<file path="src/rtl/cursor_consts.svh">
`ifndef CURSOR_CONSTS_SVH
`define CURSOR_CONSTS_SVH

// ~~~~~~~~~~~~~~~~~~~~~~~~~~~~~~
// cursor outline geometry
// ~~~~~~~~~~~~~~~~~~~~~~~~~~~~~~

// pixels painted along each edge of the outline
`define CURSOR_SIDE 5

// visible frame buffer size in pixels
`define SCREEN_W 160
`define SCREEN_H 120

// word address into the frame buffer, enough for SCREEN_W * SCREEN_H
`define ADDR_W 15

// ~~~~~~~~~~~~~~~~~~~~~~~~~~~~~~
// blink sequencing
// ~~~~~~~~~~~~~~~~~~~~~~~~~~~~~~

`define WHITE_CYCLES 12
`define BLACK_CYCLES 9

// done countdown start, done stays up one cycle longer than this
`define DONE_HOLD 24

`endif

</file>
<file path="src/rtl/cursor_pkg.sv">
`default_nettype none

`include "cursor_consts.svh"

package cursor_pkg;

    typedef logic [7:0] coord_t;

    // white is all ones, black is zero
    typedef logic [7:0] pixel_t;

    typedef logic [`ADDR_W-1:0] addr_t;

    typedef logic [2:0] step_t;

    typedef enum logic [3:0] {
        IDLE,
        EDGE_RIGHT,
        CLR_1,
        EDGE_DOWN,
        CLR_2,
        EDGE_LEFT,
        CLR_3,
        EDGE_UP,
        CLR_4,
        WAIT_WHITE,
        SET_BLACK,
        WAIT_BLACK,
        HOLD_DONE
    } ctrl_state_t;

endpackage

`default_nettype wire

</file>
<file path="src/rtl/cursor_palette_ctrl.sv">
`timescale 1ns/1ps
`default_nettype none

`include "cursor_consts.svh"

module cursor_palette_ctrl (
    input  logic                 clk,
    input  logic                 rst,
    input  logic                 init,
    input  logic                 white_done,
    input  logic                 black_done,
    input  cursor_pkg::step_t    step_count,
    output logic                 seq_clear,
    output logic                 step_clear,
    output logic                 paint,
    output logic                 move_x,
    output logic                 move_y,
    output logic                 forward,
    output logic                 time_white,
    output logic                 time_black,
    output logic                 done,
    output cursor_pkg::pixel_t   px_color
);

    localparam int DONE_W = $clog2(`DONE_HOLD + 1);

    cursor_pkg::ctrl_state_t state;
    cursor_pkg::ctrl_state_t state_next;
    logic [DONE_W-1:0]       done_cnt;
    logic                    edge_end;

    // last pixel of the current edge is being painted
    assign edge_end = (step_count == cursor_pkg::step_t'(`CURSOR_SIDE - 1));

    // ~~~~~~~~~~~~~~~~~~~~~~~~~~~~~~
    // next state
    // ~~~~~~~~~~~~~~~~~~~~~~~~~~~~~~

    always_comb begin
        state_next = state;
        case (state)
            cursor_pkg::IDLE:
                state_next = init ? cursor_pkg::EDGE_RIGHT : cursor_pkg::IDLE;
            cursor_pkg::EDGE_RIGHT:
                state_next = edge_end ? cursor_pkg::CLR_1 : cursor_pkg::EDGE_RIGHT;
            cursor_pkg::CLR_1:
                state_next = cursor_pkg::EDGE_DOWN;
            cursor_pkg::EDGE_DOWN:
                state_next = edge_end ? cursor_pkg::CLR_2 : cursor_pkg::EDGE_DOWN;
            cursor_pkg::CLR_2:
                state_next = cursor_pkg::EDGE_LEFT;
            cursor_pkg::EDGE_LEFT:
                state_next = edge_end ? cursor_pkg::CLR_3 : cursor_pkg::EDGE_LEFT;
            cursor_pkg::CLR_3:
                state_next = cursor_pkg::EDGE_UP;
            cursor_pkg::EDGE_UP:
                state_next = edge_end ? cursor_pkg::CLR_4 : cursor_pkg::EDGE_UP;
            // white interval already served means this was the black outline
            cursor_pkg::CLR_4:
                state_next = white_done ? cursor_pkg::WAIT_BLACK : cursor_pkg::WAIT_WHITE;
            cursor_pkg::WAIT_WHITE:
                state_next = white_done ? cursor_pkg::SET_BLACK : cursor_pkg::WAIT_WHITE;
            cursor_pkg::SET_BLACK:
                state_next = cursor_pkg::EDGE_RIGHT;
            cursor_pkg::WAIT_BLACK:
                state_next = black_done ? cursor_pkg::HOLD_DONE : cursor_pkg::WAIT_BLACK;
            cursor_pkg::HOLD_DONE:
                state_next = (done_cnt == '0) ? cursor_pkg::IDLE : cursor_pkg::HOLD_DONE;
            default:
                state_next = cursor_pkg::IDLE;
        endcase
    end

    always_ff @(posedge clk) begin
        if (rst) begin
            state <= cursor_pkg::IDLE;
        end else begin
            state <= state_next;
        end
    end

    // colour register and done countdown
    always_ff @(posedge clk) begin
        if (rst) begin
            px_color <= '1;
            done_cnt <= DONE_W'(`DONE_HOLD);
        end else begin
            case (state)
                cursor_pkg::IDLE: begin
                    px_color <= '1;
                    done_cnt <= DONE_W'(`DONE_HOLD);
                end
                cursor_pkg::SET_BLACK: begin
                    px_color <= '0;
                end
                cursor_pkg::HOLD_DONE: begin
                    if (done_cnt != '0) begin
                        done_cnt <= done_cnt - 1'b1;
                    end
                end
                default: begin
                end
            endcase
        end
    end

    // ~~~~~~~~~~~~~~~~~~~~~~~~~~~~~~
    // output decode
    // ~~~~~~~~~~~~~~~~~~~~~~~~~~~~~~

    always_comb begin
        seq_clear  = 1'b0;
        step_clear = 1'b0;
        paint      = 1'b0;
        move_x     = 1'b0;
        move_y     = 1'b0;
        forward    = 1'b0;
        time_white = 1'b0;
        time_black = 1'b0;
        done       = 1'b0;
        case (state)
            cursor_pkg::IDLE: begin
                seq_clear  = 1'b1;
                step_clear = 1'b1;
            end
            cursor_pkg::EDGE_RIGHT: begin
                paint   = 1'b1;
                move_x  = 1'b1;
                forward = 1'b1;
            end
            cursor_pkg::EDGE_DOWN: begin
                paint   = 1'b1;
                move_y  = 1'b1;
                forward = 1'b1;
            end
            cursor_pkg::EDGE_LEFT: begin
                paint  = 1'b1;
                move_x = 1'b1;
            end
            cursor_pkg::EDGE_UP: begin
                paint  = 1'b1;
                move_y = 1'b1;
            end
            cursor_pkg::CLR_1,
            cursor_pkg::CLR_2,
            cursor_pkg::CLR_3,
            cursor_pkg::CLR_4: begin
                step_clear = 1'b1;
            end
            cursor_pkg::WAIT_WHITE: begin
                time_white = 1'b1;
            end
            cursor_pkg::WAIT_BLACK: begin
                time_black = 1'b1;
            end
            cursor_pkg::HOLD_DONE: begin
                done = 1'b1;
            end
            default: begin
            end
        endcase
    end

endmodule

`default_nettype wire

</file>
<file path="src/rtl/edge_step_counter.sv">
`timescale 1ns/1ps
`default_nettype none

module edge_step_counter (
    input  logic              clk,
    input  logic              rst,
    input  logic              step_clear,
    input  logic              paint,
    output cursor_pkg::step_t step_count
);

    // pixels painted so far on this edge, clear wins over a paint
    always_ff @(posedge clk) begin
        if (rst) begin
            step_count <= '0;
        end else if (step_clear) begin
            step_count <= '0;
        end else if (paint) begin
            step_count <= step_count + 1'b1;
        end
    end

endmodule

`default_nettype wire

</file>
<file path="src/rtl/cursor_position.sv">
`timescale 1ns/1ps
`default_nettype none

module cursor_position (
    input  logic               clk,
    input  logic               rst,
    input  logic               seq_clear,
    input  logic               paint,
    input  logic               move_x,
    input  logic               move_y,
    input  logic               forward,
    input  cursor_pkg::coord_t origin_x,
    input  cursor_pkg::coord_t origin_y,
    output cursor_pkg::coord_t cur_x,
    output cursor_pkg::coord_t cur_y
);

    cursor_pkg::coord_t step_x;
    cursor_pkg::coord_t step_y;

    // one pixel towards right/down when forward, else left/up
    always_comb begin
        step_x = forward ? cur_x + 1'b1 : cur_x - 1'b1;
        step_y = forward ? cur_y + 1'b1 : cur_y - 1'b1;
    end

    // the step lands after the current pixel has been painted
    always_ff @(posedge clk) begin
        if (rst) begin
            cur_x <= '0;
            cur_y <= '0;
        end else if (seq_clear) begin
            cur_x <= origin_x;
            cur_y <= origin_y;
        end else if (paint) begin
            if (move_x) begin
                cur_x <= step_x;
            end
            if (move_y) begin
                cur_y <= step_y;
            end
        end
    end

endmodule

`default_nettype wire

</file>
<file path="src/rtl/blink_timer.sv">
`timescale 1ns/1ps
`default_nettype none

`include "cursor_consts.svh"

module blink_timer (
    input  logic clk,
    input  logic rst,
    input  logic seq_clear,
    input  logic time_white,
    input  logic time_black,
    output logic white_done,
    output logic black_done
);

    localparam int MAX_CYC = (`WHITE_CYCLES > `BLACK_CYCLES) ? `WHITE_CYCLES : `BLACK_CYCLES;
    localparam int CNT_W   = $clog2(MAX_CYC + 1);

    logic [CNT_W-1:0] cnt;
    logic [CNT_W-1:0] cnt_next;
    logic [CNT_W-1:0] target;
    logic             timing;
    logic             hit;

    assign timing   = time_white | time_black;
    assign cnt_next = cnt + 1'b1;
    assign target   = time_white ? CNT_W'(`WHITE_CYCLES) : CNT_W'(`BLACK_CYCLES);

    // interval reached on this clock edge
    assign hit = timing && (cnt_next == target);

    // shared counter, starts over whenever no interval is being timed
    always_ff @(posedge clk) begin
        if (rst || seq_clear || !timing) begin
            cnt <= '0;
        end else begin
            cnt <= cnt_next;
        end
    end

    // ~~~~~~~~~~~~~~~~~~~~~~~~~~~~~~
    // latched finished flags
    // ~~~~~~~~~~~~~~~~~~~~~~~~~~~~~~

    always_ff @(posedge clk) begin
        if (rst || seq_clear) begin
            white_done <= 1'b0;
            black_done <= 1'b0;
        end else if (hit) begin
            if (time_white) begin
                white_done <= 1'b1;
            end
            if (time_black) begin
                black_done <= 1'b1;
            end
        end
    end

endmodule

`default_nettype wire

</file>
<file path="src/rtl/pixel_write_port.sv">
`timescale 1ns/1ps
`default_nettype none

`include "cursor_consts.svh"

module pixel_write_port (
    input  logic               clk,
    input  logic               rst,
    input  logic               paint,
    input  cursor_pkg::coord_t cur_x,
    input  cursor_pkg::coord_t cur_y,
    input  cursor_pkg::pixel_t px_color,
    output logic               wr_en,
    output cursor_pkg::addr_t  wr_addr,
    output cursor_pkg::pixel_t wr_data
);

    cursor_pkg::addr_t lin_addr;

    // row major, y * SCREEN_W + x
    assign lin_addr = cursor_pkg::addr_t'(cur_y) * cursor_pkg::addr_t'(`SCREEN_W)
                    + cursor_pkg::addr_t'(cur_x);

    always_ff @(posedge clk) begin
        if (rst) begin
            wr_en <= 1'b0;
        end else begin
            wr_en <= paint;
        end
    end

    // address and data only matter while wr_en is up
    always_ff @(posedge clk) begin
        wr_addr <= lin_addr;
        wr_data <= px_color;
    end

endmodule

`default_nettype wire

</file>
<file path="src/rtl/cursor_palette_top.sv">
`timescale 1ns/1ps
`default_nettype none

module cursor_palette_top (
    input  logic               clk,
    input  logic               rst,
    input  logic               init,
    input  cursor_pkg::coord_t origin_x,
    input  cursor_pkg::coord_t origin_y,
    output logic               wr_en,
    output cursor_pkg::addr_t  wr_addr,
    output cursor_pkg::pixel_t wr_data,
    output logic               done
);

    // controller strobes
    logic seq_clear;
    logic step_clear;
    logic paint;
    logic move_x;
    logic move_y;
    logic forward;
    logic time_white;
    logic time_black;

    cursor_pkg::pixel_t px_color;
    cursor_pkg::step_t  step_count;
    logic               white_done;
    logic               black_done;
    cursor_pkg::coord_t cur_x;
    cursor_pkg::coord_t cur_y;

    cursor_palette_ctrl ctrl0 (
        .clk        (clk),
        .rst        (rst),
        .init       (init),
        .white_done (white_done),
        .black_done (black_done),
        .step_count (step_count),
        .seq_clear  (seq_clear),
        .step_clear (step_clear),
        .paint      (paint),
        .move_x     (move_x),
        .move_y     (move_y),
        .forward    (forward),
        .time_white (time_white),
        .time_black (time_black),
        .done       (done),
        .px_color   (px_color)
    );

    edge_step_counter step0 (
        .clk        (clk),
        .rst        (rst),
        .step_clear (step_clear),
        .paint      (paint),
        .step_count (step_count)
    );

    cursor_position pos0 (
        .clk       (clk),
        .rst       (rst),
        .seq_clear (seq_clear),
        .paint     (paint),
        .move_x    (move_x),
        .move_y    (move_y),
        .forward   (forward),
        .origin_x  (origin_x),
        .origin_y  (origin_y),
        .cur_x     (cur_x),
        .cur_y     (cur_y)
    );

    blink_timer blink0 (
        .clk        (clk),
        .rst        (rst),
        .seq_clear  (seq_clear),
        .time_white (time_white),
        .time_black (time_black),
        .white_done (white_done),
        .black_done (black_done)
    );

    pixel_write_port wport0 (
        .clk      (clk),
        .rst      (rst),
        .paint    (paint),
        .cur_x    (cur_x),
        .cur_y    (cur_y),
        .px_color (px_color),
        .wr_en    (wr_en),
        .wr_addr  (wr_addr),
        .wr_data  (wr_data)
    );

endmodule

`default_nettype wire

</file>
<file path="config.mk">
export PLATFORM = sky130hd
export DESIGN_NAME = cursor_palette_top
export DESIGN_NICKNAME = d
export VERILOG_FILES = /design/src/rtl/cursor_pkg.sv /design/src/rtl/cursor_palette_ctrl.sv /design/src/rtl/edge_step_counter.sv /design/src/rtl/cursor_position.sv /design/src/rtl/blink_timer.sv /design/src/rtl/pixel_write_port.sv /design/src/rtl/cursor_palette_top.sv
export VERILOG_INCLUDE_DIRS = /design/src /design/src/rtl
export SDC_FILE = /design/constraint.sdc
export NUM_CORES = 1
export LEC_CHECK = 0
export BUFFER_PORTS_ARGS = -buffer_cell sky130_fd_sc_hd__buf_2
export CAP_MARGIN = 10
export CORE_MARGIN = 8
export CORE_UTILIZATION = 58
export CTS_CLUSTER_SIZE = 8
export DETAILED_ROUTE_END_ITERATION = 8
export PLACE_DENSITY_LB_ADDON = 0.2
export SLEW_MARGIN = 25
export SYNTH_ARGS = -nofsm -noshare
export SYNTH_HDL_FRONTEND = slang
export SYNTH_SLANG_ARGS = --single-unit
</file>
<file path="constraint.sdc">
create_clock -name clk -period 3.1 [get_ports clk]
set_input_delay 0.155 -clock clk [delete_from_list [all_inputs] [get_ports clk]]
set_output_delay 0.155 -clock clk [all_outputs]
set_load 0.05 [all_outputs]
</file>
==> results of run 1 <==
-- metal layers --
layer	GRT usage, %	vias up	wire length, um
li1	-	1465	-
met4	5.37	0	103
met3	3.59	12	316
met5	0	-	0
met1	20.5	1336	3300
met2	30.0	57	3340
-- registers in the layout, summed over array words and instances, names as in the netlist --
signal,flops
blink0.black_done,1
blink0.cnt,4
blink0.white_done,1
ctrl0.done_cnt,5
ctrl0.px_color,1
ctrl0.state,4
pos0.cur_x,8
pos0.cur_y,8
step0.step_count,3
wport0.wr_addr,15
wport0.wr_data,1
wport0.wr_en,1
-- stage by stage --
| stage | instance area (um2) | hold WS, ns | setup slack, ns | utilization, % |
|---|---|---|---|---|
| finish | 3660 | 0.0875 | 0.304 | 66.1 |
| detailed placement | 3570 | 0.363 | 0.362 | 64.4 |
| global placement | 3570 | 0.365 | 0.453 | 64.4 |
| CTS | 3660 | 0.0843 | 0.339 | 66.1 |
| floorplan | 3340 | 0.314 | 0.456 | - |
| global route | 3660 | 0.103 | 0.0489 | 66.1 |
-- final cells by class --
class,instances,area (um2),share of cell area (%)
sequential,52,1040,28.4
tap,72,90.1,2.46
clock inverter,3,23.8,0.650
timing repair buffer,49,260,7.11
multi-input combinational,294,2090,57.1
clock buffer,5,68.8,1.88
inverter,23,86.3,2.36
-- tightest hold or removal path, cell delays in order --
cell                       delay [ns]
sky130_fd_sc_hd__buf_2           0.09
sky130_fd_sc_hd__nand2_1         0.05
sky130_fd_sc_hd__a311oi_1        0.07
-- cell usage in the layout, fill, tap and decap left out, types with 2 or more instances in the layout --
master                       count
sky130_fd_sc_hd__a31oi_1         2
sky130_fd_sc_hd__or2_2           3
sky130_fd_sc_hd__a211oi_1       15
sky130_fd_sc_hd__nor3_1         18
sky130_fd_sc_hd__clkinvlp_4      2
sky130_fd_sc_hd__nor2_1         36
sky130_fd_sc_hd__and2_1          2
sky130_fd_sc_hd__xnor2_1        18
sky130_fd_sc_hd__buf_4           6
sky130_fd_sc_hd__nand4_1         4
sky130_fd_sc_hd__nand2b_1        5
sky130_fd_sc_hd__a21o_1          4
sky130_fd_sc_hd__o211ai_1        5
sky130_fd_sc_hd__o31a_1          3
sky130_fd_sc_hd__fa_1            4
sky130_fd_sc_hd__dfxtp_1        52
sky130_fd_sc_hd__or4_1           2
sky130_fd_sc_hd__nor2b_1         7
sky130_fd_sc_hd__a311oi_1        4
sky130_fd_sc_hd__a211o_1         2
sky130_fd_sc_hd__nand3_1        13
sky130_fd_sc_hd__nor3b_1         4
sky130_fd_sc_hd__xor2_1          8
sky130_fd_sc_hd__o21ai_0        19
sky130_fd_sc_hd__buf_2          43
sky130_fd_sc_hd__inv_1          23
sky130_fd_sc_hd__nand2_1        26
sky130_fd_sc_hd__clkbuf_8        5
sky130_fd_sc_hd__o21a_1          4
sky130_fd_sc_hd__ha_1           31
sky130_fd_sc_hd__o311a_1         2
sky130_fd_sc_hd__nand3b_1        3
sky130_fd_sc_hd__a21oi_1        22
-- cells by family (layout without fill, tap and decap cells) --
| logic type | count (synthesis) | in the layout | share of synthesized area (%) |
|---|---|---|---|
| and+or+nand+nor | 135 | 135 | 21.2 |
| buffers and inverters | 44 | 80 | 6.33 |
| DFF | 52 | 52 | 31.1 |
| AOI/OAI and AO/OA | 97 | 97 | 20.2 |
| adders and majority gates | 35 | 35 | 14.0 |
| xor gates and xnor gates | 26 | 26 | 6.81 |
| muxes | 1 | 1 | 0.300 |
-- worst paths after layout --
path | cells after the start | slack (ns) | end
setup / recovery | 9 | 0.30 | pos0.cur_y[6]
hold / removal | 3 | 0.09 | pos0.cur_x[3]
setup reg to reg | 9 | 0.30 | pos0.cur_y[6]
hold reg to reg | 0 | 0.38 | wport0.wr_data[6]
-- power by group through the flow --
| stage | clock network [mW] | logic [mW] | registers (mW) |
|---|---|---|---|
| floorplan | 0 | 0.402 | 0.987 |
| global placement | 0 | 0.721 | 0.801 |
| detailed placement | 0 | 0.736 | 0.802 |
| CTS | 0.406 | 0.740 | 0.787 |
| global route | 0.439 | 0.815 | 0.798 |
| finish | 0.398 | 0.739 | 0.786 |
==> impl_metrics.xml, run 1 <==
<?xml version="1.0" encoding="UTF-8"?>
<metrics>
  <group name="global_routing">
    <metric name="number_of_antenna_violations_at_the_first_check_in_global_routing" unit="">0</metric>
    <metric name="grt_pass1_wl" unit="mm">12.4</metric>
    <metric name="grt_start_max_net_pins" unit="">33</metric>
    <metric name="grtUsageTotal" unit="%">17.2</metric>
    <metric name="grt_pass1_vias" unit="">2829</metric>
    <metric name="overflow" unit="">0</metric>
  </group>
  <group name="cts">
    <metric name="clock_sinks" unit="">52</metric>
    <metric name="clock_pin_slew_worst_setup_and_hold_paths" unit="ns">0.11</metric>
    <metric name="cts_resized" unit="">0</metric>
    <metric name="cts_buffers" unit="">5</metric>
    <metric name="cts-root-to-sink-buffers" unit="">2</metric>
    <metric name="postCtsSetupBuffers" unit="">0</metric>
    <metric name="postCtsHoldBufs" unit="">0</metric>
    <metric name="clk_root_buffer_cell" unit="">sky130_fd_sc_hd__clkbuf_8</metric>
    <metric name="cts_max_level" unit="">2</metric>
    <metric name="tritoncts_clock_tree" unit="">done</metric>
    <metric name="clock_latency_of_the_later_clocked_register_in_the_worst_skew_pair" unit="ns">0.31</metric>
  </group>
  <group name="power">
    <metric name="ir_worst_vdd" unit="uV">389</metric>
    <metric name="power.density_cell_area" unit="mW/mm2">525</metric>
    <metric name="comb_power_share" unit="%">38.4</metric>
    <metric name="p_clk_share" unit="%">20.7</metric>
    <metric name="p_leak" unit="nW">1.53</metric>
    <metric name="power.share.sequential" unit="%">40.9</metric>
    <metric name="netSwitchingPower" unit="mW">0.751</metric>
    <metric name="power.share.switching" unit="%">39.1</metric>
    <metric name="report.power.total" unit="mW">1.92</metric>
    <metric name="cell_internal_pwr" unit="mW">1.17</metric>
  </group>
  <group name="setup_path">
    <metric name="critPathSlowestCell" unit="">sky130_fd_sc_hd__nor3_2</metric>
    <metric name="critPathArrivalTime" unit="ns">2.94</metric>
    <metric name="timing.critical_path.to_type" unit="">flip-flop</metric>
    <metric name="crit_path_max_fanout" unit="">13</metric>
    <metric name="critPathMostFrequentCell" unit="">sky130_fd_sc_hd__inv_1</metric>
    <metric name="crit-reg2reg-launch" unit="">ctrl0.state[0]</metric>
    <metric name="worstPathCellList" unit="">inv_1 -&gt; nor3_2 -&gt; inv_1 -&gt; ha_1 -&gt; nor2b_1 -&gt; o31a_1 -&gt; or4_1 -&gt; nand3_1 -&gt; a311oi_1</metric>
    <metric name="timing.critical_path.max_delay_family" unit="">simple AND/OR/NAND/NOR gates</metric>
    <metric name="cpPeakStageDelay" unit="ns">0.44</metric>
    <metric name="criticalPathCategory" unit="">flip-flop to flip-flop</metric>
    <metric name="cp_data_required_time" unit="ns">3.25</metric>
    <metric name="cp_launch_point" unit="">ctrl0.state[0]</metric>
    <metric name="worst_setup_path_start_kind" unit="">flip-flop</metric>
    <metric name="path_buf_inv" unit="">2</metric>
  </group>
  <group name="synthesis">
    <metric name="netlist.area_leader.share" unit="%">31.1</metric>
    <metric name="synth.largest_area_cell" unit="">sky130_fd_sc_hd__dfxtp_1</metric>
    <metric name="post_synthesis_sequential_area_ratio" unit="%">31.1</metric>
    <metric name="syn-num-nets" unit="">444</metric>
    <metric name="synthMostInstantiatedCell" unit="">sky130_fd_sc_hd__dfxtp_1</metric>
    <metric name="synth.cell_area" unit="mm2">0.00334</metric>
    <metric name="yosys-top-cells-area" unit="">sky130_fd_sc_hd__dfxtp_1 31%, sky130_fd_sc_hd__ha_1 12%, sky130_fd_sc_hd__xnor2_1 4.7%, sky130_fd_sc_hd__nor2_1 4.0%, sky130_fd_sc_hd__a211oi_1 3.4%</metric>
    <metric name="synth_cell_types" unit="">61</metric>
    <metric name="post_synth_inst_count" unit="">390</metric>
    <metric name="yosysWarnings" unit="">0</metric>
    <metric name="post_synth_most_frequent_cells" unit="">52 x sky130_fd_sc_hd__dfxtp_1, 36 x sky130_fd_sc_hd__nor2_1, 31 x sky130_fd_sc_hd__ha_1</metric>
    <metric name="synth_top_flop_cell" unit="">sky130_fd_sc_hd__dfxtp_1</metric>
    <metric name="synth-edff-count" unit="">0</metric>
    <metric name="ys_seq_elements" unit="">52</metric>
    <metric name="asyncSetResetFlopFracSynth" unit="%">0</metric>
    <metric name="post_synth.cell_area_avg" unit="um2">8.57</metric>
  </group>
  <group name="job">
    <metric name="cap_viol_max_count" unit="">0</metric>
  </group>
  <group name="timing">
    <metric name="period_needed" unit="ns">2.80</metric>
    <metric name="setup_repair_after_global_routing_missed_its_margin" unit="">no</metric>
    <metric name="finalCritPeriodShare" unit="%">90.2</metric>
    <metric name="finalHoldViolations" unit="">0</metric>
    <metric name="final.setup_skew" unit="ns">0.0182</metric>
    <metric name="slew_hr" unit="%">38.3</metric>
    <metric name="setup_total_negative_slack" unit="ns">0</metric>
    <metric name="count_of_pins_over_their_slew_limit" unit="">0</metric>
    <metric name="maxClockFrequency" unit="MHz">358</metric>
    <metric name="worst_slew_pin_slew" unit="ns">0.923</metric>
    <metric name="setup_viol" unit="">0</metric>
  </group>
  <group name="floorplan">
    <metric name="placeableCoreArea" unit="mm2">0.00554</metric>
    <metric name="floorplan.die.height" unit="um">91.9</metric>
    <metric name="die-width" unit="um">91.9</metric>
    <metric name="fp.dieArea" unit="mm2">0.00845</metric>
    <metric name="boundaryPins" unit="">44</metric>
    <metric name="std_cell_rows" unit="">27</metric>
    <metric name="floorplan.initialDensity" unit="%">60.3</metric>
  </group>
  <group name="routing">
    <metric name="post_drt_wl_per_cell" unit="um">14.2</metric>
    <metric name="final_antenna_net_count" unit="">0</metric>
    <metric name="drc_errors" unit="">0</metric>
    <metric name="route.vias.total" unit="">2870</metric>
    <metric name="first_pass_iters" unit="">4</metric>
    <metric name="detail_route.wirelength" unit="mm">7.06</metric>
    <metric name="detail_route.vias_per_cell" unit="">5.76</metric>
    <metric name="detailedRoute.firstIterationViolations" unit="">121</metric>
  </group>
  <group name="placed_design">
    <metric name="placed_cells_incl_taps" unit="">490</metric>
    <metric name="buffer_ports.inserted" unit="">43</metric>
    <metric name="routabilityCongestion" unit="">0.862</metric>
    <metric name="dp_wirelength" unit="mm">5.28</metric>
  </group>
  <group name="final_layout">
    <metric name="flow.area_growth_from_synthesis" unit="%">9.51</metric>
    <metric name="finalNetCount" unit="">479</metric>
    <metric name="n_fill_cell" unit="">477</metric>
    <metric name="finalNonFillerCells" unit="">498</metric>
    <metric name="layout-drive-gt1-share" unit="%">16.7</metric>
    <metric name="diodes" unit="">0</metric>
  </group>
  <group name="min_path">
    <metric name="worstHoldStart" unit="">origin_x[3]</metric>
    <metric name="hp-class" unit="">input port to flip-flop</metric>
  </group>
  <group name="run_status">
    <metric name="outcome" unit="">finished, final reports clean</metric>
  </group>
</metrics>
Power figures use the tool's default switching activity.
==> inputs of run 2 (changes only) <==
CORE_UTILIZATION = 59   (was 58)
SYNTH_HIERARCHICAL = 1   (was not set)
==> run 2 against run 1 <==
Net effect: clock power rose by 99%; global-route usage rose by 0.92 points; sequential power rose by 6.1%; clock skew fell by 0.014 ns; critical endpoint is now pos0/cur_y[6]; largest cell class unchanged; synthesized cell count rose by 1.3%; area after synthesis rose by 5.1%; count of clock-buffer cells in the layout rose by 5; sequential share of layout area rose by 1.3 points; maximum frequency fell by 0.63%; routed wire length rose by 2.6%; highest routed layer unchanged; final area rose by 8.6%; final cell count rose by 3.2%.
==> impl_metrics.xml, run 2 <==
<?xml version="1.0" encoding="UTF-8"?>
<metrics>
  <group name="run_status">
    <metric name="outcome" unit="">finished, final reports clean</metric>
  </group>
  <group name="timing">
    <metric name="count_of_pins_over_their_slew_limit" unit="">0</metric>
    <metric name="slew_hr" unit="%">52.8</metric>
    <metric name="period_needed" unit="ns">2.81</metric>
    <metric name="setup_total_negative_slack" unit="ns">0</metric>
    <metric name="maxClockFrequency" unit="MHz">355</metric>
    <metric name="setup_repair_after_global_routing_missed_its_margin" unit="">no</metric>
    <metric name="final.hold.worst_slack" unit="ns">0.0511</metric>
    <metric name="finalHoldViolations" unit="">0</metric>
    <metric name="setup_viol" unit="">0</metric>
    <metric name="finalCritPeriodShare" unit="%">90.8</metric>
    <metric name="final.setup_skew" unit="ns">0.00427</metric>
    <metric name="worst_slew_pin_slew" unit="ns">0.698</metric>
  </group>
  <group name="final_layout">
    <metric name="final-seq-area" unit="mm2">0.00118</metric>
    <metric name="finalNetCount" unit="">487</metric>
    <metric name="diodes" unit="">0</metric>
    <metric name="n_fill_cell" unit="">486</metric>
    <metric name="commonest_non_fill_non_tap_cells_in_the_layout" unit="">59 x sky130_fd_sc_hd__dfxtp_1, 56 x sky130_fd_sc_hd__nor2_1, 43 x sky130_fd_sc_hd__buf_2, 30 x sky130_fd_sc_hd__ha_1, 30 x sky130_fd_sc_hd__a21oi_1</metric>
    <metric name="final_common_cell" unit="">sky130_fd_sc_hd__dfxtp_1</metric>
    <metric name="multi_input_area" unit="mm2">0.00216</metric>
    <metric name="flow.area_growth_from_synthesis" unit="%">13.1</metric>
    <metric name="layout-drive-gt1-share" unit="%">19.1</metric>
    <metric name="largest_reg_flops" unit="">15</metric>
    <metric name="max_flop_register" unit="">wport0/wr_addr</metric>
  </group>
  <group name="cts">
    <metric name="cts_max_level" unit="">3</metric>
    <metric name="clock_latency_of_the_later_clocked_register_in_the_worst_skew_pair" unit="ns">0.34</metric>
    <metric name="cts_resized" unit="">0</metric>
    <metric name="clock_pin_slew_worst_setup_and_hold_paths" unit="ns">0.07</metric>
    <metric name="cts-root-to-sink-buffers" unit="">2</metric>
    <metric name="clk_root_buffer_cell" unit="">sky130_fd_sc_hd__clkbuf_8</metric>
    <metric name="clock_sinks" unit="">59</metric>
    <metric name="postCtsHoldBufs" unit="">0</metric>
    <metric name="cts_buffers" unit="">9</metric>
    <metric name="postCtsSetupBuffers" unit="">0</metric>
    <metric name="tritoncts_clock_tree" unit="">done</metric>
  </group>
  <group name="routing">
    <metric name="drc_errors" unit="">0</metric>
    <metric name="post_drt_wl_per_cell" unit="um">14.1</metric>
    <metric name="route.vias.total" unit="">2930</metric>
    <metric name="first_pass_iters" unit="">4</metric>
    <metric name="final_antenna_net_count" unit="">0</metric>
    <metric name="detailedRoute.firstIterationViolations" unit="">82</metric>
    <metric name="detail_route.wirelength" unit="mm">7.25</metric>
    <metric name="detail_route.vias_per_cell" unit="">5.70</metric>
  </group>
  <group name="placed_design">
    <metric name="dp_wirelength" unit="mm">5.20</metric>
    <metric name="buffer_ports.inserted" unit="">43</metric>
    <metric name="routabilityCongestion" unit="">0.877</metric>
  </group>
  <group name="global_routing">
    <metric name="overflow" unit="">0</metric>
    <metric name="grt_pass1_vias" unit="">2945</metric>
    <metric name="grt_start_max_net_pins" unit="">35</metric>
    <metric name="grtUsageTotal" unit="%">18.1</metric>
    <metric name="grt_pass1_wl" unit="mm">12.9</metric>
    <metric name="number_of_antenna_violations_at_the_first_check_in_global_routing" unit="">0</metric>
  </group>
  <group name="setup_path">
    <metric name="worst_setup_path_start_kind" unit="">flip-flop</metric>
    <metric name="critPathArrivalTime" unit="ns">3.04</metric>
    <metric name="crit-reg2reg-launch" unit="">ctrl0/state[3]</metric>
    <metric name="reg2reg_to" unit="">pos0/cur_y[6]</metric>
    <metric name="worst-r2r-cell-count" unit="">9</metric>
    <metric name="crit_path_max_fanout" unit="">16</metric>
    <metric name="criticalPathCategory" unit="">flip-flop to flip-flop</metric>
    <metric name="ff2ff_setup_slack" unit="ns">0.29</metric>
    <metric name="cp_data_required_time" unit="ns">3.33</metric>
    <metric name="timing.critical_path.to_type" unit="">flip-flop</metric>
  </group>
  <group name="synthesis">
    <metric name="post_synthesis_sequential_area_ratio" unit="%">33.6</metric>
    <metric name="post_synth_most_frequent_cells" unit="">59 x sky130_fd_sc_hd__dfxtp_1, 56 x sky130_fd_sc_hd__nor2_1, 30 x sky130_fd_sc_hd__a21oi_1, 30 x sky130_fd_sc_hd__ha_1, 26 x sky130_fd_sc_hd__nand2_1</metric>
    <metric name="netlist.area_leader.share" unit="%">33.6</metric>
    <metric name="asyncSetResetFlopFracSynth" unit="%">0</metric>
    <metric name="post_synth_inst_count" unit="">395</metric>
    <metric name="syn-num-nets" unit="">448</metric>
    <metric name="ys_seq_elements" unit="">59</metric>
    <metric name="synth.largest_area_cell" unit="">sky130_fd_sc_hd__dfxtp_1</metric>
    <metric name="post_synth.cell_area_avg" unit="um2">8.89</metric>
    <metric name="yosysWarnings" unit="">6</metric>
    <metric name="synth_cell_types" unit="">70</metric>
    <metric name="synthMostInstantiatedCell" unit="">sky130_fd_sc_hd__dfxtp_1</metric>
    <metric name="yosys-top-cells-area" unit="">sky130_fd_sc_hd__dfxtp_1 34%, sky130_fd_sc_hd__ha_1 11%, sky130_fd_sc_hd__nor2_1 6.0%, sky130_fd_sc_hd__a21oi_1 4.3%, sky130_fd_sc_hd__xnor2_1 4.0%</metric>
    <metric name="synth-edff-count" unit="">0</metric>
    <metric name="synth_top_flop_cell" unit="">sky130_fd_sc_hd__dfxtp_1</metric>
    <metric name="synth.cell_area" unit="mm2">0.00351</metric>
  </group>
  <group name="floorplan">
    <metric name="fp.dieArea" unit="mm2">0.00868</metric>
    <metric name="floorplan.initialDensity" unit="%">60.1</metric>
    <metric name="die-width" unit="um">93.2</metric>
    <metric name="floorplan.die.height" unit="um">93.2</metric>
    <metric name="placeableCoreArea" unit="mm2">0.00585</metric>
    <metric name="boundaryPins" unit="">44</metric>
    <metric name="std_cell_rows" unit="">28</metric>
  </group>
  <group name="power">
    <metric name="power.density_cell_area" unit="mW/mm2">532</metric>
    <metric name="p_leak" unit="nW">1.71</metric>
    <metric name="ir_worst_vdd" unit="uV">436</metric>
  </group>
  <group name="min_path">
    <metric name="holdPathStages" unit="">3</metric>
    <metric name="hp-class" unit="">input port to flip-flop</metric>
    <metric name="timing.hold.worst_endpoint" unit="">pos0/cur_y[1]</metric>
    <metric name="worstHoldStart" unit="">origin_y[1]</metric>
  </group>
  <group name="job">
    <metric name="cap_viol_max_count" unit="">0</metric>
  </group>
</metrics>
[run 2: cell count changes after synthesis, moves of 8 or more]
cell                       previous run  this run
sky130_fd_sc_hd__a211oi_1            15         6
sky130_fd_sc_hd__a21oi_1             22        30
sky130_fd_sc_hd__nand3_1             13         5
sky130_fd_sc_hd__nor2_1              36        56
sky130_fd_sc_hd__nor3_1              18        10
sky130_fd_sc_hd__o21ai_0             19         5
[run 2: per-stage QoR]
| step | setup WS (ns) | utilization [%] | instances | power [mW] | area, um2 |
|---|---|---|---|---|---|
| floorplan | 0.458 | - | 395 | 1.23 | 3510 |
| global placement | 0.469 | 64.1 | 498 | 1.32 | 3750 |
| detailed placement | 0.343 | 64.1 | 498 | 1.33 | 3750 |
| CTS | 0.337 | 67.9 | 514 | 2.13 | 3970 |
| global route | 0.0294 | 67.9 | 514 | 2.22 | 3970 |
| finish | 0.286 | 67.9 | 514 | 2.11 | 3970 |
[run 2: worst max-delay path by stage]
stage | slack (ns) | endpoint | depth (start not counted) | from
6_report | 0.29 | pos0/cur_y[6] | 9 | ctrl0/state[3]
5_1_grt | 0.03 | pos0/cur_y[6] | 9 | ctrl0/state[3]
4_1_cts | 0.34 | pos0/cur_y[6] | 9 | ctrl0/state[3]
3_5_place_dp | 0.34 | pos0/cur_y[6] | 9 | ctrl0/state[3]
3_3_place_gp | 0.47 | pos0/cur_y[6] | 9 | ctrl0/state[3]
2_1_floorplan | 0.46 | pos0/cur_x[7] | 9 | ctrl0/state[2]
[run 2: per-layer routing]
| layer | part of all wire, % | GRT usage (%) | vias to the layer above |
|---|---|---|---|
| met3 | 3.3 | 3.21 | 16 |
| li1 | - | - | 1490 |
| met1 | 46 | 20.6 | 1371 |
| met4 | 2.6 | 11.1 | 0 |
| met2 | 49 | 30.8 | 53 |
| met5 | 0 | 0 | - |
[run 2: critical path, cell delays in order, from the launching register on]
cell and delay [ns]:
sky130_fd_sc_hd__dfxtp_1 0.31, sky130_fd_sc_hd__nand2b_1 0.20, sky130_fd_sc_hd__nor2_1 0.27, sky130_fd_sc_hd__inv_1 0.36, sky130_fd_sc_hd__fa_1 0.56, sky130_fd_sc_hd__a21o_1 0.19, sky130_fd_sc_hd__a21oi_2 0.18, sky130_fd_sc_hd__a2bb2oi_1 0.28
sky130_fd_sc_hd__nor4_1 0.08, sky130_fd_sc_hd__a211o_1 0.28
[run 2: kinds of logic after synthesis]
group / count (synthesis) / share of synthesized area, %
AND/OR/NAND/NOR: 148 / 23.5
XOR/XNOR: 27 / 6.94
AO/OA/AOI/OAI: 88 / 17.3
flip-flops: 59 / 33.6
multiplexers: 3 / 0.855
buffers and inverters: 36 / 4.88
adder cells (fa/ha/maj): 34 / 13.0
[run 2: area by class of cell]
class,count,area share (%)
well taps,75,2.36
clock buffers,10,3.46
inverters,16,1.51
repair buffers,48,6.36
clock inverters,6,2.20
flip-flops and latches,59,29.7
multi-input cells,300,54.4
[run 2: report_power, final]
part / total, mW / internal (mW) / switching, mW
registers: 0.834 / 0.806 / 0.0280
logic: 0.487 / 0.177 / 0.310
clock network: 0.791 / 0.476 / 0.316
==> inputs of run 3 (changes only) <==
CORE_UTILIZATION = 60   (was 59)
CTS_BUF_LIST = sky130_fd_sc_hd__clkbuf_8   (was not set)
CTS_CLUSTER_DIAMETER = 120   (was not set)
==> run 3 against run 2 <==
Net effect: critical path depth grew 1; die area shrank 1.4%; total power grew 0.33%; flip-flop and latch count is the same; count of clock-buffer cells in the layout grew 1; routed wire length grew 1.8%; global-route usage is essentially flat; worst setup slack lost 0.044 ns; clock power grew 0.6%.
==> impl_metrics.xml, run 3 (synthesis results as in run 2) <==
<?xml version="1.0" encoding="UTF-8"?>
<metrics>
  <group name="routing">
    <metric name="post_drt_wl_per_cell" unit="um">14.2</metric>
    <metric name="detail_route.wirelength" unit="mm">7.38</metric>
    <metric name="drc_errors" unit="">0</metric>
    <metric name="detailedRoute.firstIterationViolations" unit="">90</metric>
    <metric name="route.vias.total" unit="">2904</metric>
    <metric name="final_antenna_net_count" unit="">0</metric>
    <metric name="first_pass_iters" unit="">4</metric>
    <metric name="detail_route.vias_per_cell" unit="">5.60</metric>
  </group>
  <group name="final_layout">
    <metric name="multi_input_area" unit="mm2">0.00216</metric>
    <metric name="finalNonFillerCells" unit="">519</metric>
    <metric name="utilization" unit="%">69.5</metric>
    <metric name="max_flop_register" unit="">wport0/wr_addr</metric>
    <metric name="final-seq-area" unit="mm2">0.00118</metric>
    <metric name="final_common_cell" unit="">sky130_fd_sc_hd__dfxtp_1</metric>
    <metric name="flow.area_growth_from_synthesis" unit="%">14.4</metric>
    <metric name="layout-drive-gt1-share" unit="%">20.0</metric>
    <metric name="finalNetCount" unit="">492</metric>
    <metric name="n_fill_cell" unit="">469</metric>
    <metric name="commonest_non_fill_non_tap_cells_in_the_layout" unit="">59 x sky130_fd_sc_hd__dfxtp_1, 56 x sky130_fd_sc_hd__nor2_1, 43 x sky130_fd_sc_hd__buf_2, 30 x sky130_fd_sc_hd__ha_1, 30 x sky130_fd_sc_hd__a21oi_1</metric>
    <metric name="final_design_area_no_fill" unit="mm2">0.00402</metric>
    <metric name="largest_reg_flops" unit="">15</metric>
    <metric name="diodes" unit="">0</metric>
  </group>
  <group name="power">
    <metric name="comb_power_share" unit="%">23.1</metric>
    <metric name="power.density_cell_area" unit="mW/mm2">528</metric>
    <metric name="p_leak" unit="nW">1.73</metric>
    <metric name="p_clk_share" unit="%">37.5</metric>
    <metric name="cell_internal_pwr" unit="mW">1.48</metric>
    <metric name="power.share.switching" unit="%">30.2</metric>
    <metric name="ir_worst_vdd" unit="uV">371</metric>
    <metric name="report.power.total" unit="mW">2.12</metric>
    <metric name="netSwitchingPower" unit="mW">0.640</metric>
    <metric name="power.share.sequential" unit="%">39.4</metric>
  </group>
  <group name="timing">
    <metric name="period_needed" unit="ns">2.86</metric>
    <metric name="count_of_pins_over_their_slew_limit" unit="">0</metric>
    <metric name="worst_slew_pin_slew" unit="ns">0.625</metric>
    <metric name="finalCritPeriodShare" unit="%">92.2</metric>
    <metric name="final.setup_skew" unit="ns">0.00344</metric>
    <metric name="setup_viol" unit="">0</metric>
    <metric name="setup_repair_after_global_routing_missed_its_margin" unit="">no</metric>
    <metric name="finalHoldViolations" unit="">0</metric>
    <metric name="maxClockFrequency" unit="MHz">350</metric>
    <metric name="setup_total_negative_slack" unit="ns">0</metric>
    <metric name="slew_hr" unit="%">58.3</metric>
  </group>
  <group name="floorplan">
    <metric name="floorplan.die.height" unit="um">92.5</metric>
    <metric name="die-width" unit="um">92.5</metric>
    <metric name="boundaryPins" unit="">44</metric>
    <metric name="fp.dieArea" unit="mm2">0.00856</metric>
    <metric name="floorplan.initialDensity" unit="%">60.8</metric>
    <metric name="std_cell_rows" unit="">28</metric>
    <metric name="placeableCoreArea" unit="mm2">0.00578</metric>
  </group>
  <group name="global_routing">
    <metric name="grt_pass1_wl" unit="mm">12.7</metric>
    <metric name="overflow" unit="">0</metric>
    <metric name="grt_pass1_vias" unit="">2861</metric>
    <metric name="grtUsageTotal" unit="%">18.1</metric>
    <metric name="grt_start_max_net_pins" unit="">39</metric>
    <metric name="number_of_antenna_violations_at_the_first_check_in_global_routing" unit="">0</metric>
  </group>
  <group name="run_status">
    <metric name="outcome" unit="">finished, final reports clean</metric>
  </group>
  <group name="cts">
    <metric name="cts-root-to-sink-buffers" unit="">2</metric>
    <metric name="clock_latency_of_the_later_clocked_register_in_the_worst_skew_pair" unit="ns">0.34</metric>
    <metric name="cts_max_level" unit="">3</metric>
    <metric name="clk_root_buffer_cell" unit="">sky130_fd_sc_hd__clkbuf_8</metric>
    <metric name="clock_sinks" unit="">59</metric>
    <metric name="tritoncts_clock_tree" unit="">done</metric>
    <metric name="cts_buffers" unit="">9</metric>
    <metric name="clock_pin_slew_worst_setup_and_hold_paths" unit="ns">0.07</metric>
  </group>
  <group name="placed_design">
    <metric name="dp_wirelength" unit="mm">5.21</metric>
    <metric name="place_area" unit="mm2">0.00376</metric>
    <metric name="placed_cells_incl_taps" unit="">499</metric>
    <metric name="routabilityCongestion" unit="">0.880</metric>
    <metric name="buffer_ports.inserted" unit="">43</metric>
  </group>
  <group name="setup_path">
    <metric name="criticalPathCategory" unit="">flip-flop to flip-flop</metric>
    <metric name="critPathArrivalTime" unit="ns">3.09</metric>
    <metric name="crit_path_max_fanout" unit="">11</metric>
    <metric name="ff2ff_setup_slack" unit="ns">0.24</metric>
    <metric name="cp_data_required_time" unit="ns">3.33</metric>
    <metric name="timing.critical_path.to_type" unit="">flip-flop</metric>
    <metric name="worst_setup_path_start_kind" unit="">flip-flop</metric>
  </group>
  <group name="min_path">
    <metric name="hp-class" unit="">input port to flip-flop</metric>
  </group>
  <group name="job">
    <metric name="cap_viol_max_count" unit="">0</metric>
  </group>
</metrics>
[run 3: power groups by stage]
| stage | combinational [mW] | clock, mW | sequential [mW] |
|---|---|---|---|
| 5_1_grt | 0.535 | 0.851 | 0.840 |
| 2_1_floorplan | 0.275 | 0 | 0.957 |
| 3_3_place_gp | 0.469 | 0 | 0.851 |
| 3_5_place_dp | 0.479 | 0 | 0.851 |
| 6_report | 0.489 | 0.796 | 0.835 |
| 4_1_cts | 0.484 | 0.817 | 0.835 |
[run 3: repair_timing]
| item | CTS | global route |
|---|---|---|
| hold buffers | 0 | 0 |
| endpoints found under the setup margin | 0 | 1 |
| gates resized for setup | 0 | 1 |
| setup buffers | 0 | 4 |
[run 3: critical path, cell delays in order (launching register included)]
cell and delay, ns:
sky130_fd_sc_hd__dfxtp_1 0.31, sky130_fd_sc_hd__nand2b_1 0.20, sky130_fd_sc_hd__nor2_1 0.40, sky130_fd_sc_hd__clkinvlp_4 0.15, sky130_fd_sc_hd__buf_4 0.20, sky130_fd_sc_hd__fa_1 0.47
sky130_fd_sc_hd__a21o_1 0.19, sky130_fd_sc_hd__a21oi_2 0.17, sky130_fd_sc_hd__a2bb2oi_1 0.29, sky130_fd_sc_hd__nor4_1 0.08, sky130_fd_sc_hd__a211o_1 0.28
[run 3: final timing paths]
check	cells past startpoint	endpoint	from
max reg2reg	10	pos0/cur_y[6]	ctrl0/state[3]
min	3	pos0/cur_x[1]	origin_x[1]
max	10	pos0/cur_y[6]	ctrl0/state[3]
min reg2reg	0	wport0/wr_addr[4]	pos0/cur_x[4]
[run 3: layout make-up]
| cell class | instances | area share, % |
|---|---|---|
| clock buffers | 11 | 3.77 |
| well taps | 75 | 2.34 |
| inverters | 16 | 1.59 |
| clock inverters | 5 | 1.90 |
| multi-input cells | 300 | 53.8 |
| flip-flops and latches | 59 | 29.4 |
| repair buffers | 53 | 7.23 |
[run 3: routing by layer]
metal  routed length, um  vias up  share of wire [%]  global-route usage [%]
met5                   0        -                  0                       0
met4                 128        0                1.7                    8.59
met3                 256       13                3.5                    4.69
met2                3670       44                 50                    31.4
met1                3330     1364                 45                    20.3
li1                    -     1483                  -                       -
[run 3: per-stage QoR]
stage                     setup slack (ns)  hold slack [ns]
after global routing                0.0920           0.0383
after global placement               0.480            0.371
final                                0.242           0.0443
after CTS                            0.222           0.0280
after floorplan                      0.458            0.227
after detailed placement             0.260            0.373
